<file path="src/source/vertex_pkg.sv">
`default_nettype none

package vertex_pkg;

    localparam int FRAC_BITS = 16;               // Q16.16
    localparam logic signed [31:0] FIX_ONE = 32'sh0001_0000;

    typedef logic signed [31:0] coord_t;
    typedef logic [7:0] channel_t;

    typedef struct packed {
        channel_t red;
        channel_t green;
        channel_t blue;
    } rgb_t;

    typedef struct packed {
        coord_t x;
        coord_t y;
        coord_t z;
        coord_t w;
    } vec4_t;

    typedef vec4_t [3:0] matrix_t;               // Row 0 produces x

    typedef struct packed {
        vec4_t  pos;
        rgb_t   color;
        logic   project;                         // Perspective divide wanted
    } stage_item_t;

    typedef struct packed {
        coord_t origin_x;
        coord_t origin_y;
        coord_t half_width;
        coord_t half_height;
    } viewport_t;

    typedef struct packed {
        coord_t x;
        coord_t y;
        coord_t z;
        rgb_t   color;
    } window_vertex_t;

    ////////////////////
    // Fixed-point arithmetic

    // Full product, rescaled and kept to one word
    function automatic coord_t fix_mul(input coord_t a, input coord_t b);
        logic signed [63:0] prod;
        prod = a * b;
        return coord_t'(prod >>> FRAC_BITS);
    endfunction

    // Quotient a / b, truncated toward zero; caller keeps b nonzero
    function automatic coord_t fix_div(input coord_t a, input coord_t b);
        logic signed [47:0] num;
        logic signed [47:0] den;
        logic signed [47:0] quot;
        num  = 48'(a);
        num  = num <<< FRAC_BITS;
        den  = 48'(b);
        quot = num / den;
        return coord_t'(quot);
    endfunction

endpackage

`default_nettype wire

</file>
<file path="src/source/viewport_map.sv">
`timescale 1ns/1ps
`default_nettype none

module viewport_map
(
    input  wire logic                    clk,
    input  wire logic                    reset,
    input  wire logic                    in_valid,
    input  wire vertex_pkg::stage_item_t in_item,
    input  wire vertex_pkg::viewport_t   viewport,
    output logic                         out_valid,
    output vertex_pkg::window_vertex_t   out_vertex
);

    import vertex_pkg::*;

    coord_t shifted_x;      // x + 1.0, range 0..2 for normalized input
    coord_t shifted_y;
    coord_t win_x;
    coord_t win_y;

    // origin + (n + 1) * half_size
    always_comb
    begin
        shifted_x = in_item.pos.x + FIX_ONE;
        shifted_y = in_item.pos.y + FIX_ONE;
        win_x     = viewport.origin_x + fix_mul(shifted_x, viewport.half_width);
        win_y     = viewport.origin_y + fix_mul(shifted_y, viewport.half_height);
    end

    ////////////////////
    // Output register

    always_ff @(posedge clk)
    begin
        if (reset)
        begin
            out_valid <= 1'b0;
        end
        else
        begin
            out_valid <= in_valid;
        end
    end

    always_ff @(posedge clk)
    begin
        if (in_valid)
        begin
            out_vertex.x     <= win_x;
            out_vertex.y     <= win_y;
            out_vertex.z     <= in_item.pos.z;     // Depth kept as is, w dropped
            out_vertex.color <= in_item.color;
        end
    end

endmodule

`default_nettype wire

</file>
<file path="config.mk">
export PLATFORM = sky130hd
export DESIGN_NAME = viewport_map
export DESIGN_NICKNAME = d
export VERILOG_FILES = /design/src/source/vertex_pkg.sv /design/src/source/viewport_map.sv
export SDC_FILE = /design/constraint.sdc
export NUM_CORES = 2
export LEC_CHECK = 0
export BUFFER_PORTS_ARGS = -buffer_cell sky130_fd_sc_hd__buf_4
export CAP_MARGIN = 40
export CORE_AREA = 10 10 494 544
export CTS_BUF_LIST = sky130_fd_sc_hd__clkbuf_8
export DETAILED_ROUTE_END_ITERATION = 8
export DIE_AREA = 0 0 504 554
export PLACE_DENSITY = 0.39
export SLEW_MARGIN = 20
export SYNTH_ARGS = -nofsm -noshare
export SYNTH_HDL_FRONTEND = slang
export SYNTH_SLANG_ARGS = --single-unit
</file>
<file path="constraint.sdc">
create_clock -name clk -period 15.4 [get_ports clk]
set_clock_uncertainty 0.1 [all_clocks]
set_input_delay 1.54 -clock clk [delete_from_list [all_inputs] [get_ports clk]]
set_output_delay 1.54 -clock clk [all_outputs]
set_load 0.02 [all_outputs]
</file>
Word-level counts from Yosys, hierarchy flattened --
Cells that the tools add are included.
Word-level totals: register bits after elaboration 121, bits in latches 0, RAM bits 0, bits in read-only memories 0, word-level logic and storage cells 13, memories 0
Cells by class: add/sub/neg operators 4, $mul 2, divide/modulo/power cells 0, order comparisons 0, equality and inequality tests 0, shift operators 0, mux-type cells 0, bitwise gates (word level) 0, reduce and logical (&&, ||, !) cells 0
Operator list (number):
- 32-bit by 32-bit multiplier with 48-bit output | 2
- 32-bit by 18-bit adder with 32-bit output (second input constant) | 2
- 32-bit adder | 2

Depth between registers and ports, before layout --
depth in word-level cells 3, mapped depth 46

Least setup slack after synthesis --
No wires, ideal clock.
path type input port to flip-flop, start input port in_item[113] (netlist name), end register out_vertex[87] (netlist name), data pin, library setup time 0.268 ns, data arrival time 10.846 ns, required time 15.032 ns, path slack 4.186 ns, cell stages on the path 43, path through clkbuf_1 > and4_1 > nand3_1 > inv_1 > and3_1 > xor2_1 > clkbuf_1 > nand2_1 > inv_1 > fa_1 > fa_1 > fa_1 > inv_1 > fa_1 > inv_1 > fa_1 > fa_1 > fa_1 > [... 7 more ...] > a211oi_1 > nor2_1 > nor2b_1 > o21ai_0 > nand2b_1 > a21oi_1 > xnor2_1 > ha_1 > and3_1 > and2_1 > nand2b_1 > a2bb2oi_1 > a211oi_1 > o211ai_1 > a31oi_1 > o21a_1 > nor2_1 > xnor3_1
Between the ends: cells in the longest elaborated chain, start to end 3
Ends and longest elaborated chain:
- start, declared | RTL line viewport_map.sv:9 | input wire vertex_pkg::stage_item_t in_item,
- 32-bit by 18-bit adder with 32-bit output | RTL line viewport_map.sv:26 | shifted_y = in_item.pos.y + FIX_ONE;
- 32-bit by 32-bit multiplier with 48-bit output | RTL line vertex_pkg.sv:52 | prod = a * b;
- 32-bit adder | RTL line viewport_map.sv:28 | win_y = viewport.origin_y + fix_mul(shifted_y, viewport.half_height);
- net win_y[31] | RTL line viewport_map.sv:20 | coord_t win_y;
- end, declared | RTL line viewport_map.sv:12 | output vertex_pkg::window_vertex_t out_vertex
The timed path passes the listed nets, and every way through them passes these cells. A chain may end at the register's enable or synchronous reset.

Worst setup path in the final report --
start input port in_item[105] (netlist name), end register out_vertex[87] (netlist name), data pin
The elaborated chain is that of the path after synthesis.

==> results.yml <==
critical_path:
  worstPathArrival_ns: 12.97
  critPathMostFrequentCell: "fa_1"
  crit_path_start_kind: "primary input"
  cpPeakStageDelay_ns: 0.52
  critPathRequiredTime_ns: 15.68
  worstSetupPathType: "primary input to flip-flop"
  end_kind: "flip-flop"
  cp_slowest_cell: "fa_1"
  crit_fanout: 34
synth:
  syn_avg_cell_area_sq_um: 9.561
  synthCells: 6693
  synth-warning-count: 0
  ys.flop_type: "edfxtp_1"
  synth-seq-area-share_pct: 5.662
  synth_edf_count: 120
  syn_area_sq_um: 63990
  syn-num-nets: 9047
  synthTopCellsByCount: "fa_1 (1678), inv_1 (1545), and2_1 (966)"
  synthArstFlopShare_pct: 0
  yosys.area.top_type: "fa_1"
  yosys.cell_types.count: 58
  synth.most_common_cell: "fa_1"
  ys_top_cells_by_area: "fa_1 (52%), and2_1 (9.4%), inv_1 (9.1%), ha_1 (7.7%), edfxtp_1 (5.6%)"
  synth-seq-cells: 121
  synth_top_cell_area_share_pct: 52.49
detailed_routing:
  wire_per_inst_um: 19.44
  drt-total-wl_mm: 200.1
  firstDrtPassIters: 5
  via_per_inst: 4.255
  drc: 0
  via_count: 43790
  antenna_left: 0
  drtIter0Drc: 1900
place:
  place_congestion: 0.7868
  io_buffers: 371
  hpwlAfterDp_mm: 164.8
clock_network:
  cts_max_level: 4
  cts-buffers-inserted: 25
  ctsLongestPathBuffers: 3
  clkSinkCount: 121
  clkTransAtPathRegs_ns: 0.09
  postCtsHoldBufs: 0
  root_buffer: "clkbuf_8"
  cts_tree: "yes"
  cts_resized: 0
  cts_setup_buffers: 0
timing:
  setup_viol: 0
  slew_viol_final: 0
  period_needed_ns: 12.69
  rsz0062_at_grt: "false"
  slew_headroom_pct: 41.87
  hold_violations: 0
  min_period_over_period_pct: 82.41
  fin_tns_setup_ns: 0
  fmax_mhz: 78.80
  tightest_slew_ns: 0.8584
global_route:
  grt_pass1_wl_mm: 311.8
  grt.total_usage_pct: 14.55
  antenna_found_initial: 18
  grt_pass1_vias: 50250
  overflow: 0
  grt_max_degree: 58
min_path:
  min-delay-start: "reset"
  hold_depth: 2
  hold_path_class: "primary input to flip-flop"
  min_to: "out_valid"
layout:
  final_layout_size_suffix_gt1_share_pct: 6.994
  nNetsFinal: 9169
  syn_to_final_growth_pct: 10.75
floorplanning:
  fp.dieH_um: 554
  start_util_pct: 24.83
  io_pins: 405
  core-area_sq_um: 257700
  die_area_sq_um: 279200
  rows: 196
  die_x_um: 504
run:
  maxCapViolations: 0
run_status:
  status: "completed"
cell type report:
type / count / area [sq um]
diodes: 8 / 20.02
clock buffers: 25 / 344.1
clock inverters: 7 / 26.28
fillers: 27510 / 186900
inverters: 1546 / 5803
multi-input cells: 4692 / 53460
flip-flops and latches: 121 / 3623
well taps: 3465 / 4335
repair buffers: 429 / 3259
worst max-delay path, delay by kind of cell:
family	cells	cell delay (ns)
buf+inv	7	0.95
fa+ha+maj	11	4.89
compound gates	9	2.20
simple gates	13	2.64
xor+xnor	3	0.75
cells in the final DEF (no fill, tap or decap), types with 30 or more instances in the layout:
cell and n:
o21a_1 30, a21o_1 56, nor2_1 86, edfxtp_1 120, and2_1 966, fa_1 1678, o21ai_0 54, nand2_1 796
nand2b_1 73, ha_1 392, buf_4 417, nor2b_1 45, xor2_1 44, inv_1 1546, xnor2_1 151, a21oi_1 106
cell families after synthesis:
kind of cell / synth area share (%)
AO/OA/AOI/OAI: 3.240
XOR/XNOR: 3.081
adder cells (fa/ha/maj): 60.16
buffers and inverters: 11.04
flip-flops: 5.662
AND/OR/NAND/NOR: 16.82
metal layers:
metal	GRT usage (%)	part of all wire, %
met4	4.063	3.0
met5	0	0.023
met3	1.670	3.5
met1	18.92	43
met2	25.47	50
stage by stage:
step / util, % / area [sq um] / setup slack [ns] / instances / hold slack [ns]
finish: 27.50 / 70870 / 2.709 / 10290 / 0.9745
global placement: 27.29 / 70340 / 1.596 / 10240 / 1.597
detailed placement: 27.34 / 70470 / 2.116 / 10250 / 1.601
global route: 27.49 / 70860 / 2.252 / 10290 / 0.8765
CTS: 27.49 / 70840 / 2.832 / 10280 / 0.8638
floorplan: - / 63990 / 4.186 / 6693 / 1.512
worst max path at each step:
stage | startpoint | to | slack [ns] | cells past startpoint
global route | in_item[105] | out_vertex[87] | 2.25 | 43
detailed placement | in_item[105] | out_vertex[87] | 2.12 | 43
finish | in_item[105] | out_vertex[87] | 2.71 | 43
CTS | in_item[105] | out_vertex[87] | 2.83 | 43
floorplan | in_item[113] | out_vertex[87] | 4.19 | 43
global placement | in_item[105] | out_vertex[87] | 1.60 | 40
state kept, by name, summed over array words and instances, names as in the netlist:
name,cells
out_valid,1
out_vertex,120
Power is not shown: default switching activity piles up to over one toggle a cycle in this logic, so the estimate is an artifact.
