[config.mk]
export PLATFORM = sky130hd
export DESIGN_NAME = matrix_store
export DESIGN_NICKNAME = d
export VERILOG_FILES = /design/src/source/vertex_pkg.sv /design/src/source/matrix_store.sv
export SDC_FILE = /design/constraint.sdc
export NUM_CORES = 1
export LEC_CHECK = 0
export BUFFER_PORTS_ARGS = -buffer_cell sky130_fd_sc_hd__buf_2
export CORE_AREA = 2 2 255 257
export CTS_CLUSTER_SIZE = 40
export DETAILED_ROUTE_END_ITERATION = 16
export DIE_AREA = 0 0 257 259
export PLACE_DENSITY = 0.59
export SLEW_MARGIN = 40
export SYNTH_ARGS = -nofsm -noshare
export SYNTH_HDL_FRONTEND = slang
export SYNTH_SLANG_ARGS = --single-unit
[constraint.sdc]
create_clock -name clk -period 1.2 [get_ports clk]
set_clock_uncertainty 0.15 [all_clocks]
set_input_delay 0.12 -clock clk [delete_from_list [all_inputs] [get_ports clk]]
set_output_delay 0.12 -clock clk [all_outputs]
set_load 0.03 [all_outputs]
[src/source/vertex_pkg.sv]
`default_nettype none

package vertex_pkg;

    localparam int FRAC_BITS = 16;               // Q16.16
    localparam logic signed [31:0] FIX_ONE = 32'sh0001_0000;

    typedef logic signed [31:0] coord_t;
    typedef logic [7:0] channel_t;

    typedef struct packed {
        channel_t red;
        channel_t green;
        channel_t blue;
    } rgb_t;

    typedef struct packed {
        coord_t x;
        coord_t y;
        coord_t z;
        coord_t w;
    } vec4_t;

    typedef vec4_t [3:0] matrix_t;               // Row 0 produces x

    typedef struct packed {
        vec4_t  pos;
        rgb_t   color;
        logic   project;                         // Perspective divide wanted
    } stage_item_t;

    typedef struct packed {
        coord_t origin_x;
        coord_t origin_y;
        coord_t half_width;
        coord_t half_height;
    } viewport_t;

    typedef struct packed {
        coord_t x;
        coord_t y;
        coord_t z;
        rgb_t   color;
    } window_vertex_t;

    ////////////////////
    // Fixed-point arithmetic

    // Full product, rescaled and kept to one word
    function automatic coord_t fix_mul(input coord_t a, input coord_t b);
        logic signed [63:0] prod;
        prod = a * b;
        return coord_t'(prod >>> FRAC_BITS);
    endfunction

    // Quotient a / b, truncated toward zero; caller keeps b nonzero
    function automatic coord_t fix_div(input coord_t a, input coord_t b);
        logic signed [47:0] num;
        logic signed [47:0] den;
        logic signed [47:0] quot;
        num  = 48'(a);
        num  = num <<< FRAC_BITS;
        den  = 48'(b);
        quot = num / den;
        return coord_t'(quot);
    endfunction

endpackage

`default_nettype wire

[src/source/matrix_store.sv]
`timescale 1ns/1ps
`default_nettype none

module matrix_store
(
    input  wire logic              clk,
    input  wire logic              reset,
    input  wire logic              load_row,
    input  wire logic [1:0]        row_index,
    input  wire vertex_pkg::vec4_t row_data,
    input  wire logic              load_identity,
    output vertex_pkg::matrix_t    matrix
);

    import vertex_pkg::*;

    ////////////////////
    // Row register file
    //
    // Identity has priority over a row write in the same cycle.
    // New contents are visible from the next cycle on, so stage 1
    // always sees the matrix from before any load in its input cycle.

    always_ff @(posedge clk)
    begin
        if (reset || load_identity)
        begin
            for (int r = 0; r < 4; r++)
            begin
                matrix[r] <= '0;
            end
            matrix[0].x <= FIX_ONE;    // Diagonal
            matrix[1].y <= FIX_ONE;
            matrix[2].z <= FIX_ONE;
            matrix[3].w <= FIX_ONE;
        end
        else if (load_row)
        begin
            matrix[row_index] <= row_data;
        end
    end

endmodule

`default_nettype wire

* After elaboration in Yosys (flattened, before gate mapping)
Cells that the tools add are included.
** Cells by class
- Order comparisons :: 2
- Mux-type cells :: 3
- Reduce and logical (&&, ||, !) cells :: 2
** Operators by type and width (number)
- 512-bit bitwise mux :: 1
- 128-bit demux with 2-bit select :: 1
- 128-bit two-way mux :: 1
- 2-bit by 3-bit < comparator with 1-bit output, second input constant :: 1
- 2-bit by 1-bit >= comparator with 1-bit output, second input constant :: 1
- 1-bit logical AND :: 1
- 1-bit logical OR :: 1
** Word-level totals
- Flip-flop bits (word level) :: 512
- Bits of input ports :: 134
- Word-level logic and storage cells :: 23

* Longest topological paths before layout
- Depth after elaboration :: 5
- Depth in mapped cells :: 6

* Least setup slack after synthesis
No wires, ideal clock.
- Path type :: input port to flip-flop
- Start point :: input load_identity
- End point :: register matrix[218] in the netlist's numbering
- Library setup time :: 0.072 ns
- Arrival :: 1.080 ns
- Data required time :: 0.978 ns
- Setup slack :: -0.102 ns
- Stages :: 6
- Buffers on the path :: 4
- Path through :: buf_6 buf_6 buf_6 buf_6 or3b_1 mux2i_1
** Between the ends
- Word-level cells in the longest chain between the ends :: 1
** RTL lines
- from (decl) :: RTL line matrix_store.sv:11 : input wire logic load_identity,
- 1-bit logical OR :: RTL line matrix_store.sv:26 : if (reset || load_identity)
- to (signal, indexed assignment) :: RTL line matrix_store.sv:39 : matrix[row_index] <= row_data;
- to (decl) :: RTL line matrix_store.sv:12 : output vertex_pkg::matrix_t matrix
No other way between the ends.
A chain may end at the register's enable or synchronous reset.

* Worst setup path after layout
- Start point :: register matrix[225] in the netlist's numbering
- End point :: output matrix[225] in the netlist's numbering
No word-level cell between the ends.

==> results.md <==
Clock tree:
- The clock net in this run drives a total of between 500 and 600 sinks.
- TritonCTS built the clock tree.
- At the later pin of the worst-skew pair, clock insertion delay measures roughly 0.61 ns.
- The number of buffers added by the clock tree synthesis step is 58.
- The root cell of the clock tree is sky130_fd_sc_hd__clkbuf_16.
- The maximum buffer depth of the clock tree is 3.
- In this run the number of H-tree levels came out at 2.
- After clock tree synthesis, the clock-pin slew on the worst setup and hold paths is roughly 0.060 ns.

Power and ir drop:
- The total power divided by cell area is 1130 mW/mm^2.
- The net switching power is between 9 and 10 mW.
- The share of power burned in the clock network is between 40% and 50%.
- The share of total power consumed by net switching is 24.4%.
- The static power due to leakage is 15.9 nW.
- The combinational share of power is 10.9%.
- Sequential cells burn a little over two fifths of the power.
- The worst-case IR drop observed on VDD is just over 0.0009 V.
- Cell internal power was estimated by the tool at 30.1 mW.

Critical path:
- The worst setup slack for register-to-register paths is -0.04 ns.
- The endpoint of the lowest-slack register-to-register path is matrix[285].
- The beginning of the worst register-to-register path is matrix[285].
- The critical path launch point type is a flop.
- STA classifies the critical path endpoint as an output pin.
- The type of the worst setup path is reg2out.
- Of all nets on the critical path, the largest fanout is 2.
- The required time at the worst-slack endpoint is slightly above 0.9 ns.
- The arrival time at the worst endpoint is ~1.2 ns.
- The number of cells traversed by the worst register-to-register path is 4.

Synth:
- The count of state elements after synthesis is ~510.
- The share of flip-flops with an asynchronous set or reset after synthesis is 0%.
- The number of flops mapped to enable cells by yosys is 0.
- Summing the sequential cell areas from Yosys gives 46.4% of the chip area.
- Counting every net in the synthesized netlist gives approximately 2000.
- The cell area that synthesis handed to floorplanning was 0.0221 sq mm.
- For this run, the leading register cell type out of synthesis is sky130_fd_sc_hd__dfxtp_1.
- Summing the areas of all and, or, nand and nor instances in the mapped netlist gives 25.6% of the synthesized area.
- The synthesized netlist cell count is between 1500 and 2000.
- The adder and majority cell fraction of the synthesized area is 0%.
- By area, the combinational part of the netlist is dominated by simple AND/OR/NAND/NOR gates.
- After synthesis, the cell types taking the most area are sky130_fd_sc_hd__dfxtp_1 (46%), sky130_fd_sc_hd__mux2i_1 (23%), sky130_fd_sc_hd__or3b_1 (22%).
- The synthesis warning total is 0.
- The fraction of the mapped netlist area in compound gates is 0%.
- Synthesis instantiated 14 different standard cells from the library.
- The area share of xor/xnor cells in the synthesized design is 0%.
- In this run the mean area of a mapped cell was between 10 and 15 sq um.
- The most common cell in the synthesized netlist is sky130_fd_sc_hd__or3b_1.
- The area share of the largest cell type after synthesis is approximately 46%.
- sky130_fd_sc_hd__dfxtp_1 takes more of the synthesized area than any other cell.
- The commonest cells after synthesis are sky130_fd_sc_hd__or3b_1 (567), sky130_fd_sc_hd__dfxtp_1 (512), sky130_fd_sc_hd__mux2i_1 (512).
- The mux cell area share after synthesis is roughly 23%.

Finish:
- Compared with the post-synthesis result, the final layout area differs by 59.5%.
- Of the cells placed in the final design, the portion with a size suffix greater than 1 is 58.8%.
- More flip-flops sit in one register than any other, and that register is matrix.
- The number of flip-flops under the largest register name is between 500 and 600.
- Once layout is done, the placed cells without fillers occupy around 0.035 sq mm.
- After the last flow step, the layout net total stands at 2859.
- The largest registers in the layout are matrix (512).

Global routing:
- The number of antenna violations at the first check in global routing is 9.
- The overall fraction of global-route tracks in use is 23.0%.
- The total congestion overflow is 0.
- The first global-routing pass estimated roughly 120000 microns of wire.
- Entering global routing, the biggest net connects 137 pins.
- The number of global-route vias before repair was between 15000 and 20000.

STA:
- The worst pin sits at a relative slew slack of ~62%.
- Setup violations remaining at the end of the flow were counted as 523.
- The total negative slack is -71.99 ns.
- Across all hold checks on the routed design, the worst slack comes to -0.0681 ns.
- Setup repair after global routing could not meet its margin everywhere.
- The portion of the clock cycle consumed by the worst path in the final layout is 120%.
- The total count of hold-check failures in the final report came to 28.
- The actual transition at the worst max-transition pin is approximately 0.57 ns.
- The number of max-slew violations in the final report was 0.
- The setup slack after layout is -0.239 ns.
- For this run, the top clock speed supported by timing is between 600 and 700 MHz.
- The final critical delay including setup and external delays is ~1.4 ns.

Routing:
- Wires add up to ~80000 microns.
- The iteration-0 DRC count of the detailed router is slightly above 800.
- The number of iterations in the first detailed-routing pass is 5.
- Detailed routing inserted a total of approximately 18000 vias.
- The via-per-instance ratio is ~5.0.
- The number of nets with antenna violations after detailed routing is 0.
- The detail-routed net length per standard cell is around 22 microns.
- The count of unresolved DRC violations after routing is 0.

Floorplanning:
- Row generation in the floorplan step produced a little over 90 rows.
- Measured along the x axis, the die boundary spans 257 microns.
- In this run the vertical extent of the chip is ~260 microns.
- The total core area is around 0.064 sq mm.
- The initial core utilization is roughly a third.
- The area enclosed by the die boundary is ~0.067 sq mm.
- The count of boundary I/O pins is approximately 650.

Placed design:
- The placed cell area is 0.0276 sq mm.
- The number of port buffers is between 600 and 700.
- After legalization and detailed placement, the total HPWL measured about 55000 microns.
- The weighted congestion reported at the end of routability-driven placement is 0.884.

Hold path:
- The hold-critical path endpoint is matrix[117].
- The source of the worst hold timing path is row_index[0].
- The worst hold path was traced through 4 stages.
- The worst hold path class is in2reg.

Outcome:
- The run finished, with violations left.
- The checks that failed: negative hold slack, negative setup slack.

Job:
- Across the run, the number of max-cap violations was 0.
## area by class of cell
cell class / count / area (sq um)
Fill cell: 5321 / 28600
Multi-Input combinational cell: 1162 / 11300
Sequential cell: 512 / 10900
Timing Repair Buffer: 991 / 10100
Clock buffer: 92 / 1770
Tap cell: 855 / 1070
Clock inverter: 12 / 149
Antenna cell: 5 / 12.5
## power groups by stage
stage / Sequential (mW) / Combinational, mW / Clock [mW]
after detailed placement: 17.7 / 3.59 / 0
after floorplan: 18.2 / 1.84 / 0
after global routing: 17.5 / 4.59 / 19.0
after CTS: 17.4 / 4.32 / 18.3
final: 17.5 / 4.36 / 18.0
after global placement: 17.7 / 3.55 / 0
## placed cells by master, fill, tap and decap left out, drive strengths merged, types with 2 or more instances in the layout
| cell | netlist | final |
|---|---|---|
| nor3 | 8 | 8 |
| dfxtp | 512 | 512 |
| or3b | 637 | 637 |
| clkbuf | 114 | 93 |
| nand3b | 2 | 2 |
| dlymetal6s4s | 0 | 6 |
| bufinv | 0 | 3 |
| clkinv | 0 | 5 |
| buf | 87 | 847 |
| dlygate4sd3 | 0 | 137 |
| inv | 0 | 3 |
| diode | 0 | 5 |
| mux2i | 512 | 512 |
## logic make-up (layout without fill, tap and decap cells)
kind of cell           count (synthesis)  count (layout)
buffers and inverters                201            1095
multiplexers                         512             512
other                                  0               5
flip-flops                           512             512
AND/OR/NAND/NOR                      650             650
## worst max-delay path by stage
stage	slack (ns)	start	depth (start not counted)	endpoint
3_3_place_gp	-0.30	load_identity	4	matrix[79]
3_5_place_dp	-0.39	reset	6	matrix[251]
6_report	-0.24	matrix[225]	2	matrix[225]
4_1_cts	-0.27	matrix[225]	2	matrix[225]
5_1_grt	-0.28	matrix[225]	2	matrix[225]
2_1_floorplan	-0.09	load_identity	6	matrix[46]
## critical path, stage by stage (launching register included)
cell                      delay (ns)
sky130_fd_sc_hd__dfxtp_2        0.32
sky130_fd_sc_hd__buf_6          0.12
sky130_fd_sc_hd__buf_6          0.13
## metal layers
| layer | global-route usage [%] | wire [microns] |
|---|---|---|
| met4 | 9.93 | 3570 |
| met2 | 38.0 | 37800 |
| met1 | 27.5 | 33000 |
| met3 | 7.24 | 5790 |
| met5 | 0 | 24 |
## per-stage QoR
stage | hold slack [ns] | util [%] | total power, mW | setup slack [ns] | instances
5_1_grt | -0.0584 | 55.2 | 41.1 | -0.278 | 3627
6_report | -0.0681 | 55.2 | 39.8 | -0.239 | 3629
2_1_floorplan | 0.136 | - | 20.0 | -0.0903 | 1875
3_3_place_gp | 0.285 | 43.1 | 21.3 | -0.297 | 3325
3_5_place_dp | 0.293 | 43.1 | 21.3 | -0.386 | 3325
4_1_cts | -0.0957 | 54.7 | 40.1 | -0.272 | 3601
## timing repair
action	CTS	global route
gates resized for setup	1507	24
gates cloned	0	1
hold buffers	147	3
endpoints found under the setup margin	512	693
hold endpoints to repair	512	31
pin swaps	0	4
setup buffers	30	29
Note: power is estimated with default switching activity, not from simulation.
